**config.mk**
```make
export PLATFORM = sky130hd
export DESIGN_NAME = dcfeb_rx_array
export DESIGN_NICKNAME = d
export VERILOG_FILES = /design/src/hw/optical_rx_pkg.sv /design/src/hw/bx_delay_line.sv /design/src/hw/frame_assembler.sv /design/src/hw/link_monitor.sv /design/src/hw/prbs_checker.sv /design/src/hw/gtx_optical_rx.sv /design/src/hw/dcfeb_rx_array.sv
export SDC_FILE = /design/constraint.sdc
export NUM_CORES = 2
export LEC_CHECK = 0
export ABC_AREA = 1
export BUFFER_PORTS_ARGS = -buffer_cell sky130_fd_sc_hd__buf_2
export CAP_MARGIN = 25
export CORE_MARGIN = 10
export CORE_UTILIZATION = 60
export CTS_CLUSTER_DIAMETER = 100
export CTS_CLUSTER_SIZE = 16
export DETAILED_ROUTE_END_ITERATION = 16
export PLACE_DENSITY = 0.76
export SETUP_SLACK_MARGIN = 0.5
export SYNTH_ARGS = -nofsm -noshare
export SYNTH_HDL_FRONTEND = slang
export SYNTH_SLANG_ARGS = --single-unit
```
**constraint.sdc**
```tcl
create_clock -name clock -period 46.4 [get_ports clock]
set_input_delay 9.28 -clock clock [delete_from_list [all_inputs] [get_ports clock]]
set_output_delay 9.28 -clock clock [all_outputs]
set_load 0.02 [all_outputs]
```
**src/hw/optical_rx_pkg.sv**
```systemverilog
`default_nettype none

package optical_rx_pkg;

  //----------------------------------------------------------------------
  // Link word and frame types
  //----------------------------------------------------------------------
  localparam int WORDS_PER_FRAME = 4;              // Header word plus three data words

  typedef logic [15:0] word_t;                     // One deserialized link word

  // Three data words, first received word in the high bits
  typedef logic [(WORDS_PER_FRAME-1)*16-1:0] frame_data_t;

  typedef logic [15:0] frame_kchar_t;              // K-character header of a frame

  //----------------------------------------------------------------------
  // Header codes, always sent with the K flag
  //----------------------------------------------------------------------
  localparam word_t HDR_START = 16'h50BC;          // Start or idle pattern
  localparam word_t HDR_FC    = 16'h50FC;          // Latency trigger marker

  //----------------------------------------------------------------------
  // Widths and defaults
  //----------------------------------------------------------------------
  localparam int ERR_COUNT_W = 16;                 // Link and PRBS error counters

  localparam int DEFAULT_LT_PERIOD   = 128;        // Frames between FC headers
  localparam int DEFAULT_GOOD_FRAMES = 4;          // Clean frames before link good

  localparam int DELAY_DEPTH = 16;                 // Output delay, 0 to 15 bx

endpackage

`default_nettype wire

```
**src/hw/bx_delay_line.sv**
```systemverilog
`timescale 1ns/1ps
`default_nettype none

module bx_delay_line import optical_rx_pkg::*; #(
  parameter type payload_t = frame_data_t         // Frame data or header
) (
  input  logic       clock,
  input  logic       shift_en,                    // One shift per frame
  input  logic [3:0] delay_is,                    // Tap select, 0 is newest
  input  payload_t   din,
  output payload_t   dout
);

  payload_t sr [DELAY_DEPTH];                     // Entry 0 holds the latest frame

  //----------------------------------------------------------------------
  // Shift register with addressable tap
  //----------------------------------------------------------------------
  always_ff @(posedge clock) begin
    if (shift_en) begin
      sr[0] <= din;
      for (int i = 1; i < DELAY_DEPTH; i++) begin
        sr[i] <= sr[i-1];
      end
    end
  end

  assign dout = sr[delay_is];                     // Tap read, no added latency

endmodule

`default_nettype wire

```
**src/hw/frame_assembler.sv**
```systemverilog
`timescale 1ns/1ps
`default_nettype none

module frame_assembler import optical_rx_pkg::*; #(
  parameter bit POL_SWAP = 1'b0                   // Fiber has swapped board route
) (
  input  logic         clock,
  input  logic         gtx_rx_reset,
  input  word_t        rx_word,
  input  logic         rx_kflag,
  output logic         frame_valid,
  output logic         link_error,
  output frame_data_t  frame_data,
  output frame_kchar_t frame_kchar,
  output logic         locked
);

  localparam int PHASE_W = $clog2(WORDS_PER_FRAME);
  localparam logic [PHASE_W-1:0] LAST_PHASE = PHASE_W'(WORDS_PER_FRAME - 1);
  localparam int WORD_W = $bits(word_t);
  localparam int HOLD_W = $bits(frame_data_t) - WORD_W;  // Data words before the last

  word_t              word_c;                     // Polarity corrected word
  logic               kflag_c;
  logic               hdr_ok;                     // Valid K header on this word
  logic [PHASE_W-1:0] phase;                      // Word position inside the frame
  frame_kchar_t       kchar_hold;
  logic [HOLD_W-1:0]  data_hold;

  //----------------------------------------------------------------------
  // Polarity correction and header decode
  //----------------------------------------------------------------------
  assign word_c  = POL_SWAP ? ~rx_word  : rx_word;
  assign kflag_c = POL_SWAP ? ~rx_kflag : rx_kflag;
  assign hdr_ok  = kflag_c && ((word_c == HDR_START) || (word_c == HDR_FC));

  //----------------------------------------------------------------------
  // Hunt and lock FSM with phase counter
  //----------------------------------------------------------------------
  always_ff @(posedge clock or posedge gtx_rx_reset) begin
    if (gtx_rx_reset) begin
      locked      <= 1'b0;
      phase       <= '0;
      frame_valid <= 1'b0;
      link_error  <= 1'b0;
    end else begin
      frame_valid <= 1'b0;                        // Single cycle strobes
      link_error  <= 1'b0;
      if (!locked) begin
        if (hdr_ok) begin                         // Header found, this word is phase 0
          locked <= 1'b1;
          phase  <= PHASE_W'(1);
        end
      end else if (phase == '0) begin
        if (hdr_ok) begin
          phase <= PHASE_W'(1);
        end else begin                            // Lost framing on the header slot
          link_error <= 1'b1;
          locked     <= 1'b0;
        end
      end else if (kflag_c) begin                 // K flag where data belongs
        link_error <= 1'b1;
        locked     <= 1'b0;
        phase      <= '0;
      end else if (phase == LAST_PHASE) begin
        frame_valid <= 1'b1;                      // Frame complete
        phase       <= '0;
      end else begin
        phase <= phase + 1'b1;
      end
    end
  end

  // Word collection
  always_ff @(posedge clock) begin
    if (hdr_ok && (!locked || (phase == '0))) begin
      kchar_hold <= word_c;                       // Header of the frame in progress
    end
    if (locked && (phase != '0) && (phase != LAST_PHASE)) begin
      data_hold <= {data_hold[HOLD_W-WORD_W-1:0], word_c};
    end
    if (locked && (phase == LAST_PHASE)) begin
      frame_data  <= {data_hold, word_c};         // First word lands in the high bits
      frame_kchar <= kchar_hold;
    end
  end

  // At most one frame per four words
  a_frame_valid_gap : assert property (
    @(posedge clock) disable iff (gtx_rx_reset) frame_valid |=> !frame_valid
  );

endmodule

`default_nettype wire

```
**src/hw/link_monitor.sv**
```systemverilog
`timescale 1ns/1ps
`default_nettype none

module link_monitor import optical_rx_pkg::*; #(
  parameter int GOOD_FRAMES = DEFAULT_GOOD_FRAMES // Clean frames needed for link good
) (
  input  logic                   clock,
  input  logic                   gtx_rx_reset,
  input  logic                   ttc_resync,
  input  logic                   frame_valid,
  input  logic                   link_error,
  input  logic                   force_error,
  output logic [ERR_COUNT_W-1:0] errcount,
  output logic                   link_had_err,
  output logic                   link_good,
  output logic                   link_bad
);

  localparam int BAD_LIMIT = 8;                   // Errors that mark a link bad
  localparam int GOOD_W    = $clog2(GOOD_FRAMES + 1);

  logic                   any_err;
  logic [ERR_COUNT_W:0]   err_sum;                // One extra bit catches the carry
  logic [GOOD_W-1:0]      good_cnt;               // Consecutive clean frames

  assign any_err  = link_error | force_error;
  assign err_sum  = {1'b0, errcount} + link_error + force_error;
  assign link_bad = (errcount >= ERR_COUNT_W'(BAD_LIMIT));

  always_ff @(posedge clock or posedge gtx_rx_reset) begin
    if (gtx_rx_reset) begin
      errcount     <= '0;
      link_had_err <= 1'b0;
      link_good    <= 1'b0;
      good_cnt     <= '0;
    end else if (ttc_resync) begin                // Resync starts a fresh link history
      errcount     <= '0;
      link_had_err <= 1'b0;
      link_good    <= 1'b0;
      good_cnt     <= '0;
    end else if (any_err) begin
      errcount     <= err_sum[ERR_COUNT_W] ? '1 : err_sum[ERR_COUNT_W-1:0];  // Saturate
      link_had_err <= 1'b1;                       // Sticky
      link_good    <= 1'b0;
      good_cnt     <= '0;
    end else if (frame_valid && !link_good) begin
      if (good_cnt == GOOD_W'(GOOD_FRAMES - 1)) begin
        link_good <= !link_bad;                   // A bad link never turns good
      end else begin
        good_cnt <= good_cnt + 1'b1;
      end
    end
  end

  // The error threshold and the clean-frame qualifier must agree
  a_good_bad_exclusive : assert property (
    @(posedge clock) disable iff (gtx_rx_reset) !(link_good && link_bad)
  );

endmodule

`default_nettype wire

```
**src/hw/prbs_checker.sv**
```systemverilog
`timescale 1ns/1ps
`default_nettype none

module prbs_checker import optical_rx_pkg::*; (
  input  logic                   clock,
  input  logic                   gtx_rx_reset,
  input  logic                   ttc_resync,
  input  logic                   enable,
  input  logic                   frame_valid,
  input  frame_data_t            frame_data,
  output logic                   match,
  output logic                   err,
  output logic [ERR_COUNT_W-1:0] err_count
);

  frame_data_t prev_frame;                        // Last frame received under test
  frame_data_t expected;
  logic        feedback;
  logic        seeded;

  // Fibonacci LFSR, taps 48 47 21 20, new bit into bit 0
  assign feedback = prev_frame[47] ^ prev_frame[46] ^ prev_frame[20] ^ prev_frame[19];
  assign expected = {prev_frame[46:0], feedback};

  always_ff @(posedge clock or posedge gtx_rx_reset) begin
    if (gtx_rx_reset) begin
      seeded    <= 1'b0;
      match     <= 1'b0;
      err       <= 1'b0;
      err_count <= '0;
    end else if (ttc_resync) begin
      match     <= 1'b0;
      err       <= 1'b0;
      err_count <= '0;
    end else if (!enable) begin
      seeded <= 1'b0;                             // Next enable reseeds
      match  <= 1'b0;
    end else if (frame_valid) begin
      if (!seeded) begin
        seeded <= 1'b1;                           // First frame is the seed
      end else if (frame_data == expected) begin
        match <= 1'b1;
        err   <= 1'b0;
      end else begin
        match <= 1'b0;
        err   <= 1'b1;
        if (err_count != '1) begin
          err_count <= err_count + 1'b1;
        end
      end
    end
  end

  // Compare against the received frame, not the predicted one
  always_ff @(posedge clock) begin
    if (enable && frame_valid) begin
      prev_frame <= frame_data;
    end
  end

  // Every flagged mismatch has been counted
  a_err_counted : assert property (
    @(posedge clock) disable iff (gtx_rx_reset) err |-> (err_count != '0)
  );

endmodule

`default_nettype wire

```
**src/hw/gtx_optical_rx.sv**
```systemverilog
`timescale 1ns/1ps
`default_nettype none

module gtx_optical_rx import optical_rx_pkg::*; #(
  parameter bit POL_SWAP    = 1'b0,
  parameter int LT_PERIOD   = DEFAULT_LT_PERIOD,
  parameter int GOOD_FRAMES = DEFAULT_GOOD_FRAMES
) (
  input  logic                   clock,
  input  logic                   gtx_rx_reset,
  input  logic                   ttc_resync,      // Clears link status and counters
  input  word_t                  rx_word,
  input  logic                   rx_kflag,
  input  logic                   en_prbs_test,
  input  logic [3:0]             delay_is,
  output logic                   gtx_rx_strobe,
  output logic                   gtx_rx_start,
  output logic                   gtx_rx_fc,
  output logic                   gtx_rx_match,
  output logic                   gtx_rx_err,
  output frame_data_t            gtx_rx_data,
  output frame_kchar_t           gtx_rx_kchar,
  output logic [ERR_COUNT_W-1:0] gtx_rx_err_count,
  output logic                   link_had_err,
  output logic                   link_good,
  output logic                   link_bad
);

  localparam int LT_W = $clog2(LT_PERIOD + 1);

  logic                   frame_valid;
  logic                   link_error;
  logic                   locked;
  frame_data_t            frame_data;
  frame_kchar_t           frame_kchar;
  logic [ERR_COUNT_W-1:0] link_errcount;
  logic [ERR_COUNT_W-1:0] prbs_errcount;
  logic                   force_error;            // Latency trigger out of step
  logic                   is_fc;
  logic                   lt_expect;              // FC due on this frame
  logic                   lt_seen;                // First FC seen since lock
  logic [LT_W-1:0]        lt_cnt;                 // Frames since the last FC
  logic                   ignore_link;
  frame_data_t            dly_data_in;
  frame_kchar_t           dly_kchar_in;

  //----------------------------------------------------------------------
  // Frame alignment, link health and PRBS test
  //----------------------------------------------------------------------
  frame_assembler #(.POL_SWAP(POL_SWAP)) u_frame_assembler (
    .clock        (clock),
    .gtx_rx_reset (gtx_rx_reset),
    .rx_word      (rx_word),
    .rx_kflag     (rx_kflag),
    .frame_valid  (frame_valid),
    .link_error   (link_error),
    .frame_data   (frame_data),
    .frame_kchar  (frame_kchar),
    .locked       (locked)
  );

  link_monitor #(.GOOD_FRAMES(GOOD_FRAMES)) u_link_monitor (
    .clock        (clock),
    .gtx_rx_reset (gtx_rx_reset),
    .ttc_resync   (ttc_resync),
    .frame_valid  (frame_valid),
    .link_error   (link_error),
    .force_error  (force_error),
    .errcount     (link_errcount),
    .link_had_err (link_had_err),
    .link_good    (link_good),
    .link_bad     (link_bad)
  );

  prbs_checker u_prbs_checker (
    .clock        (clock),
    .gtx_rx_reset (gtx_rx_reset),
    .ttc_resync   (ttc_resync),
    .enable       (en_prbs_test),
    .frame_valid  (frame_valid),
    .frame_data   (frame_data),
    .match        (gtx_rx_match),
    .err          (gtx_rx_err),
    .err_count    (prbs_errcount)
  );

  assign gtx_rx_err_count = en_prbs_test ? prbs_errcount : link_errcount;

  //----------------------------------------------------------------------
  // Latency trigger check
  //----------------------------------------------------------------------
  assign is_fc     = (frame_kchar == HDR_FC);
  assign lt_expect = (lt_cnt == LT_W'(LT_PERIOD));

  always_ff @(posedge clock or posedge gtx_rx_reset) begin
    if (gtx_rx_reset) begin
      lt_cnt      <= '0;
      lt_seen     <= 1'b0;
      force_error <= 1'b0;
    end else begin
      force_error <= 1'b0;
      if (ttc_resync || !locked) begin            // A dropped frame breaks the count
        lt_cnt  <= '0;
        lt_seen <= 1'b0;
      end else if (frame_valid) begin
        if (is_fc || lt_expect) begin
          lt_cnt <= LT_W'(1);                     // Missing FC keeps the old cadence
        end else begin
          lt_cnt <= lt_cnt + 1'b1;
        end
        if (is_fc) begin
          lt_seen <= 1'b1;
        end
        if (lt_seen && (is_fc != lt_expect)) begin
          force_error <= 1'b1;                    // Early, extra or missing FC
        end
      end
    end
  end

  //----------------------------------------------------------------------
  // Bad link zeroing and output delay
  //----------------------------------------------------------------------
  assign ignore_link  = !link_good || link_bad;   // Keep bad links out of the triads
  assign dly_data_in  = ignore_link ? '0 : frame_data;
  assign dly_kchar_in = ignore_link ? '0 : frame_kchar;

  bx_delay_line #(.payload_t(frame_data_t)) u_data_delay (
    .clock    (clock),
    .shift_en (frame_valid),
    .delay_is (delay_is),
    .din      (dly_data_in),
    .dout     (gtx_rx_data)
  );

  bx_delay_line #(.payload_t(frame_kchar_t)) u_kchar_delay (
    .clock    (clock),
    .shift_en (frame_valid),
    .delay_is (delay_is),
    .din      (dly_kchar_in),
    .dout     (gtx_rx_kchar)
  );

  // Strobe and header flags follow the undelayed frame
  always_ff @(posedge clock or posedge gtx_rx_reset) begin
    if (gtx_rx_reset) begin
      gtx_rx_strobe <= 1'b0;
      gtx_rx_start  <= 1'b0;
      gtx_rx_fc     <= 1'b0;
    end else begin
      gtx_rx_strobe <= frame_valid;
      gtx_rx_start  <= frame_valid && (frame_kchar == HDR_START);
      gtx_rx_fc     <= frame_valid && is_fc;
    end
  end

endmodule

`default_nettype wire

```
**src/hw/dcfeb_rx_array.sv**
```systemverilog
`timescale 1ns/1ps
`default_nettype none

module dcfeb_rx_array import optical_rx_pkg::*; #(
  parameter int                  N_FIBERS    = 2,
  parameter int                  LT_PERIOD   = DEFAULT_LT_PERIOD,
  parameter int                  GOOD_FRAMES = DEFAULT_GOOD_FRAMES,
  parameter logic [N_FIBERS-1:0] POL_SWAP    = '0  // One bit per fiber
) (
  input  logic                   clock,
  input  logic                   gtx_rx_reset,
  input  logic                   ttc_resync,
  input  logic                   en_prbs_test,
  input  logic [3:0]             delay_is,
  input  word_t                  rx_word          [N_FIBERS],
  input  logic [N_FIBERS-1:0]    rx_kflag,
  output logic [N_FIBERS-1:0]    gtx_rx_strobe,
  output logic [N_FIBERS-1:0]    gtx_rx_start,
  output logic [N_FIBERS-1:0]    gtx_rx_fc,
  output logic [N_FIBERS-1:0]    gtx_rx_match,
  output logic [N_FIBERS-1:0]    gtx_rx_err,
  output frame_data_t            gtx_rx_data      [N_FIBERS],
  output frame_kchar_t           gtx_rx_kchar     [N_FIBERS],
  output logic [ERR_COUNT_W-1:0] gtx_rx_err_count [N_FIBERS],
  output logic [N_FIBERS-1:0]    link_had_err,
  output logic [N_FIBERS-1:0]    link_good,
  output logic [N_FIBERS-1:0]    link_bad
);

  // One receiver per DCFEB fiber
  for (genvar i = 0; i < N_FIBERS; i++) begin : g_fiber
    gtx_optical_rx #(
      .POL_SWAP    (POL_SWAP[i]),
      .LT_PERIOD   (LT_PERIOD),
      .GOOD_FRAMES (GOOD_FRAMES)
    ) u_rx (
      .clock            (clock),
      .gtx_rx_reset     (gtx_rx_reset),
      .ttc_resync       (ttc_resync),
      .rx_word          (rx_word[i]),
      .rx_kflag         (rx_kflag[i]),
      .en_prbs_test     (en_prbs_test),
      .delay_is         (delay_is),
      .gtx_rx_strobe    (gtx_rx_strobe[i]),
      .gtx_rx_start     (gtx_rx_start[i]),
      .gtx_rx_fc        (gtx_rx_fc[i]),
      .gtx_rx_match     (gtx_rx_match[i]),
      .gtx_rx_err       (gtx_rx_err[i]),
      .gtx_rx_data      (gtx_rx_data[i]),
      .gtx_rx_kchar     (gtx_rx_kchar[i]),
      .gtx_rx_err_count (gtx_rx_err_count[i]),
      .link_had_err     (link_had_err[i]),
      .link_good        (link_good[i]),
      .link_bad         (link_bad[i])
    );
  end

endmodule

`default_nettype wire

```
==> reports/metrics.csv <==
metric;value;unit
Root Driver;clkbuf_16;
PnR worst setup slack;23.75;ns
DRT iter0 DRCs;7601;
Mapped Nets;7533;
final critical-path required period;22.65;ns
#FFs+latches synth;2484;
Yosys cell types;51;
PostCTS Resize Cnt;0;
clock slew at the register clock pins of the worst setup and hold paths;0.07;ns
data arrival time of the worst path;13.37;ns
register area;74000;um^2
post-CTS setup buffers;0;
Syn Std Cell Area;98000;um^2
multi-input logic area;20700;um^2
EDFF count, synth;2368;
htree depth;4;
clock skew;0.0381;ns
row cnt;148;
WP data required;37.12;ns
TritonCTS Buffers;174;
RePlAce Congestion;0.834;
sequential share of the synthesized area;75.5;%
Max Slew Vio Count;0;
startpoint class of the critical path;primary input;
top achievable clock speed;0.0442;GHz
Tcrit/Tclk final;48.8;%
# setup viols final;0;
GRT Overall Usage;23.8;%
leakage;35.2;nW
kind of critical path;in -> out;
outcome;finished, final reports clean;
Worst Tran Pin Value;1.43;ns
first-pass GRT wire length;341;mm
Synth Instances;7471;
maximum VDD drop;0.0355;mV
Routed wire per std cell;22.7;um
worst-case clock buffer depth;3;
ys async rst share;4.67;%
P&R area growth vs syn;7.70;%
Power Density;38.1;nW/um^2
final hold viol count;0;
Final ANT Viol Nets;0;
Slew headroom;4.60;%
RSZ-0062 raised after global routing;false;
filler cell count;11500;
Primary FF master, synth;edfxtp_1;
detail-routed via count per cell;6.24;
drt pass-1 iters;5;
Final HPWL DP;130;mm
Worst-Skew Late Latency;0.83;ns
nets;7531;
synth warn;0;
Chip Height;424;um
initial antenna violation count;26;
Syn Area/Cell;13.1;um^2
setup TNS;0;ns
via count;60500;
CORE AREA;163000;um^2
I/O pin cnt;218;
Starting Density;60.3;%
layout cells sized above 1;7.16;%
clock sinks;2484;
Remaining DRCs;0;
critical-path maximum fanout;110;
CTS tree;built;
CTS Hold Buffers Added;0;
die area;180000;um^2
gr ovfl total;0;
vias in the first global route;58000;
CP endpoint kind;output pin;
pre-CTS setup slack;23.01;ns
largest net degree at the start of global routing;220;
die width;424;um
min-delay worst type;reg -> reg;
PortBufs;217;
WL final;221;mm
MaxCap Viol Count;0;
Register-to-Register Setup Slack;41.28;ns
==> where the power goes <==
group | internal, mW | switching, mW | total (mW)
combinational | 0.0513 | 0.137 | 0.189
clock | 0.694 | 0.721 | 1.41
sequential | 2.42 | 0.000445 | 2.42
==> synth_stat cells, types with 2 or more instances <==
cell | instances | share of area, %
nand3_1 | 128 | 0.65
a31oi_1 | 2 | 0.013
buf_1 | 11 | 0.042
nor2_2 | 7 | 0.045
o21ai_0 | 1156 | 5.9
nor4_2 | 2 | 0.026
xor2_1 | 41 | 0.37
inv_2 | 7 | 0.027
ha_1 | 18 | 0.23
nor4b_1 | 2 | 0.018
buf_2 | 125 | 0.64
dfrtp_1 | 116 | 3.0
edfxtp_1 | 2368 | 73
nand4_1 | 38 | 0.24
nor3b_1 | 6 | 0.046
nor2_1 | 1381 | 5.3
inv_1 | 323 | 1.2
o21ai_1 | 94 | 0.48
buf_4 | 28 | 0.21
o211ai_1 | 73 | 0.56
nor3_1 | 32 | 0.16
nand4_4 | 2 | 0.043
nor4_1 | 5 | 0.032
buf_6 | 5 | 0.057
xnor2_1 | 11 | 0.098
nor3_2 | 4 | 0.041
o221ai_1 | 237 | 2.1
o32ai_1 | 6 | 0.054
nand2_1 | 537 | 2.1
nand3_2 | 2 | 0.020
o31ai_1 | 3 | 0.023
fa_1 | 2 | 0.041
nor2_4 | 2 | 0.023
o22ai_1 | 328 | 2.1
a211oi_1 | 3 | 0.023
o311ai_0 | 2 | 0.018
mux2i_1 | 14 | 0.14
a21oi_1 | 27 | 0.14
clkbuf_1 | 311 | 1.2
==> registers in the layout (all words and copies together) (netlist names), 4 cells and up <==
register                                    count
g_fiber.u_rx.u_prbs_checker.prev_frame         96
g_fiber.u_rx.u_link_monitor.good_cnt            6
g_fiber.u_rx.u_data_delay.sr                 1536
g_fiber.u_rx.u_frame_assembler.frame_data      96
g_fiber.u_rx.u_frame_assembler.frame_kchar     32
g_fiber.u_rx.u_link_monitor.errcount           32
g_fiber.u_rx.u_frame_assembler.kchar_hold      32
g_fiber.u_rx.u_kchar_delay.sr                 512
g_fiber.u_rx.u_frame_assembler.phase            4
g_fiber.u_rx.u_prbs_checker.err_count          32
g_fiber.u_rx.lt_cnt                            16
g_fiber.u_rx.u_frame_assembler.data_hold       64
==> kinds of logic after synthesis <==
logic type | Yosys count | synth area share (%)
AOI/OAI and AO/OA | 1935 | 11.5
xor gates and xnor gates | 52 | 0.465
adders and majority gates | 20 | 0.271
buffers and inverters | 811 | 3.41
DFF | 2484 | 75.5
muxes | 14 | 0.143
and+or+nand+nor | 2155 | 8.77
==> metal layers <==
| metal | vias to the layer above | global-route usage (%) | part of all wire, % |
|---|---|---|---|
| met3 | 379 | 3.92 | 7.8 |
| met2 | 2643 | 36.6 | 47 |
| met4 | 14 | 8.46 | 3.3 |
| li1 | 27300 | - | - |
| met1 | 30200 | 34.8 | 42 |
| met5 | - | 0 | 0.044 |
==> metrics by stage <==
step	total power, mW	instances	utilization [%]	hold slack, ns	cell area, um^2
finish	4.02	9698	64.9	0.415	106000
detailed placement	2.65	9455	61.8	0.405	100000
global placement	2.65	9453	61.8	0.400	100000
CTS	4.05	9671	64.7	0.418	105000
floorplan	2.59	7471	-	0.400	98000
global route	4.14	9692	64.9	0.423	106000
==> critical path, stage by stage <==
cell and delay, ns:
buf_8 0.24, inv_8 0.25, buf_4 0.66, buf_4 0.88, buf_4 0.73, o21ai_0 0.18, o221ai_1 0.24, o211ai_1 0.12
o21ai_1 0.25, buf_2 0.24
==> layout by cell type, fill, tap and decap left out, drive strengths merged, types with 2 or more instances in the layout <==
cell,count
dfrtp,116
edfxtp,2368
ha,18
o31ai,3
o22ai,328
clkinv,7
nor4b,2
o32ai,6
fa,2
diode,14
clkbuf,201
mux2i,14
nor2,1390
a21oi,27
o21ai,1250
buf,302
xor2,41
nand4,41
o311ai,2
o211ai,73
nor3,36
xnor2,11
nand2,539
a31oi,2
a211oi,3
o221ai,237
nor3b,6
nor4,7
inv,338
nand3,131
==> worst paths after layout <==
kind / end / from / cells after the start
max in group asynchronous: g_fiber[0].u_rx.u_frame_assembler.frame_valid / gtx_rx_reset / 3
worst min register to register: g_fiber[1].u_rx.u_data_delay.sr[11][42] / g_fiber[1].u_rx.u_data_delay.sr[10][42] / 0
worst max register to register: g_fiber[0].u_rx.u_data_delay.sr[15][14] / g_fiber[0].u_rx.u_frame_assembler.frame_valid / 6
worst max-delay path: gtx_rx_data[38] / delay_is[0] / 10
min in group asynchronous: g_fiber[1].u_rx.gtx_rx_start / gtx_rx_reset / 2
worst min-delay path: g_fiber[1].u_rx.u_data_delay.sr[11][42] / g_fiber[1].u_rx.u_data_delay.sr[10][42] / 0
==> layout make-up <==
type	instances	share of cell area (%)
Antenna cell	14	0.0332
Clock buffer	201	4.28
Clock inverter	15	0.212
Inverter	331	1.20
Multi-Input combinational cell	4176	19.6
Sequential cell	2484	70.1
Tap cell	2175	2.58
Timing Repair Buffer	302	1.99
Note: power is estimated with default switching activity, not from simulation.
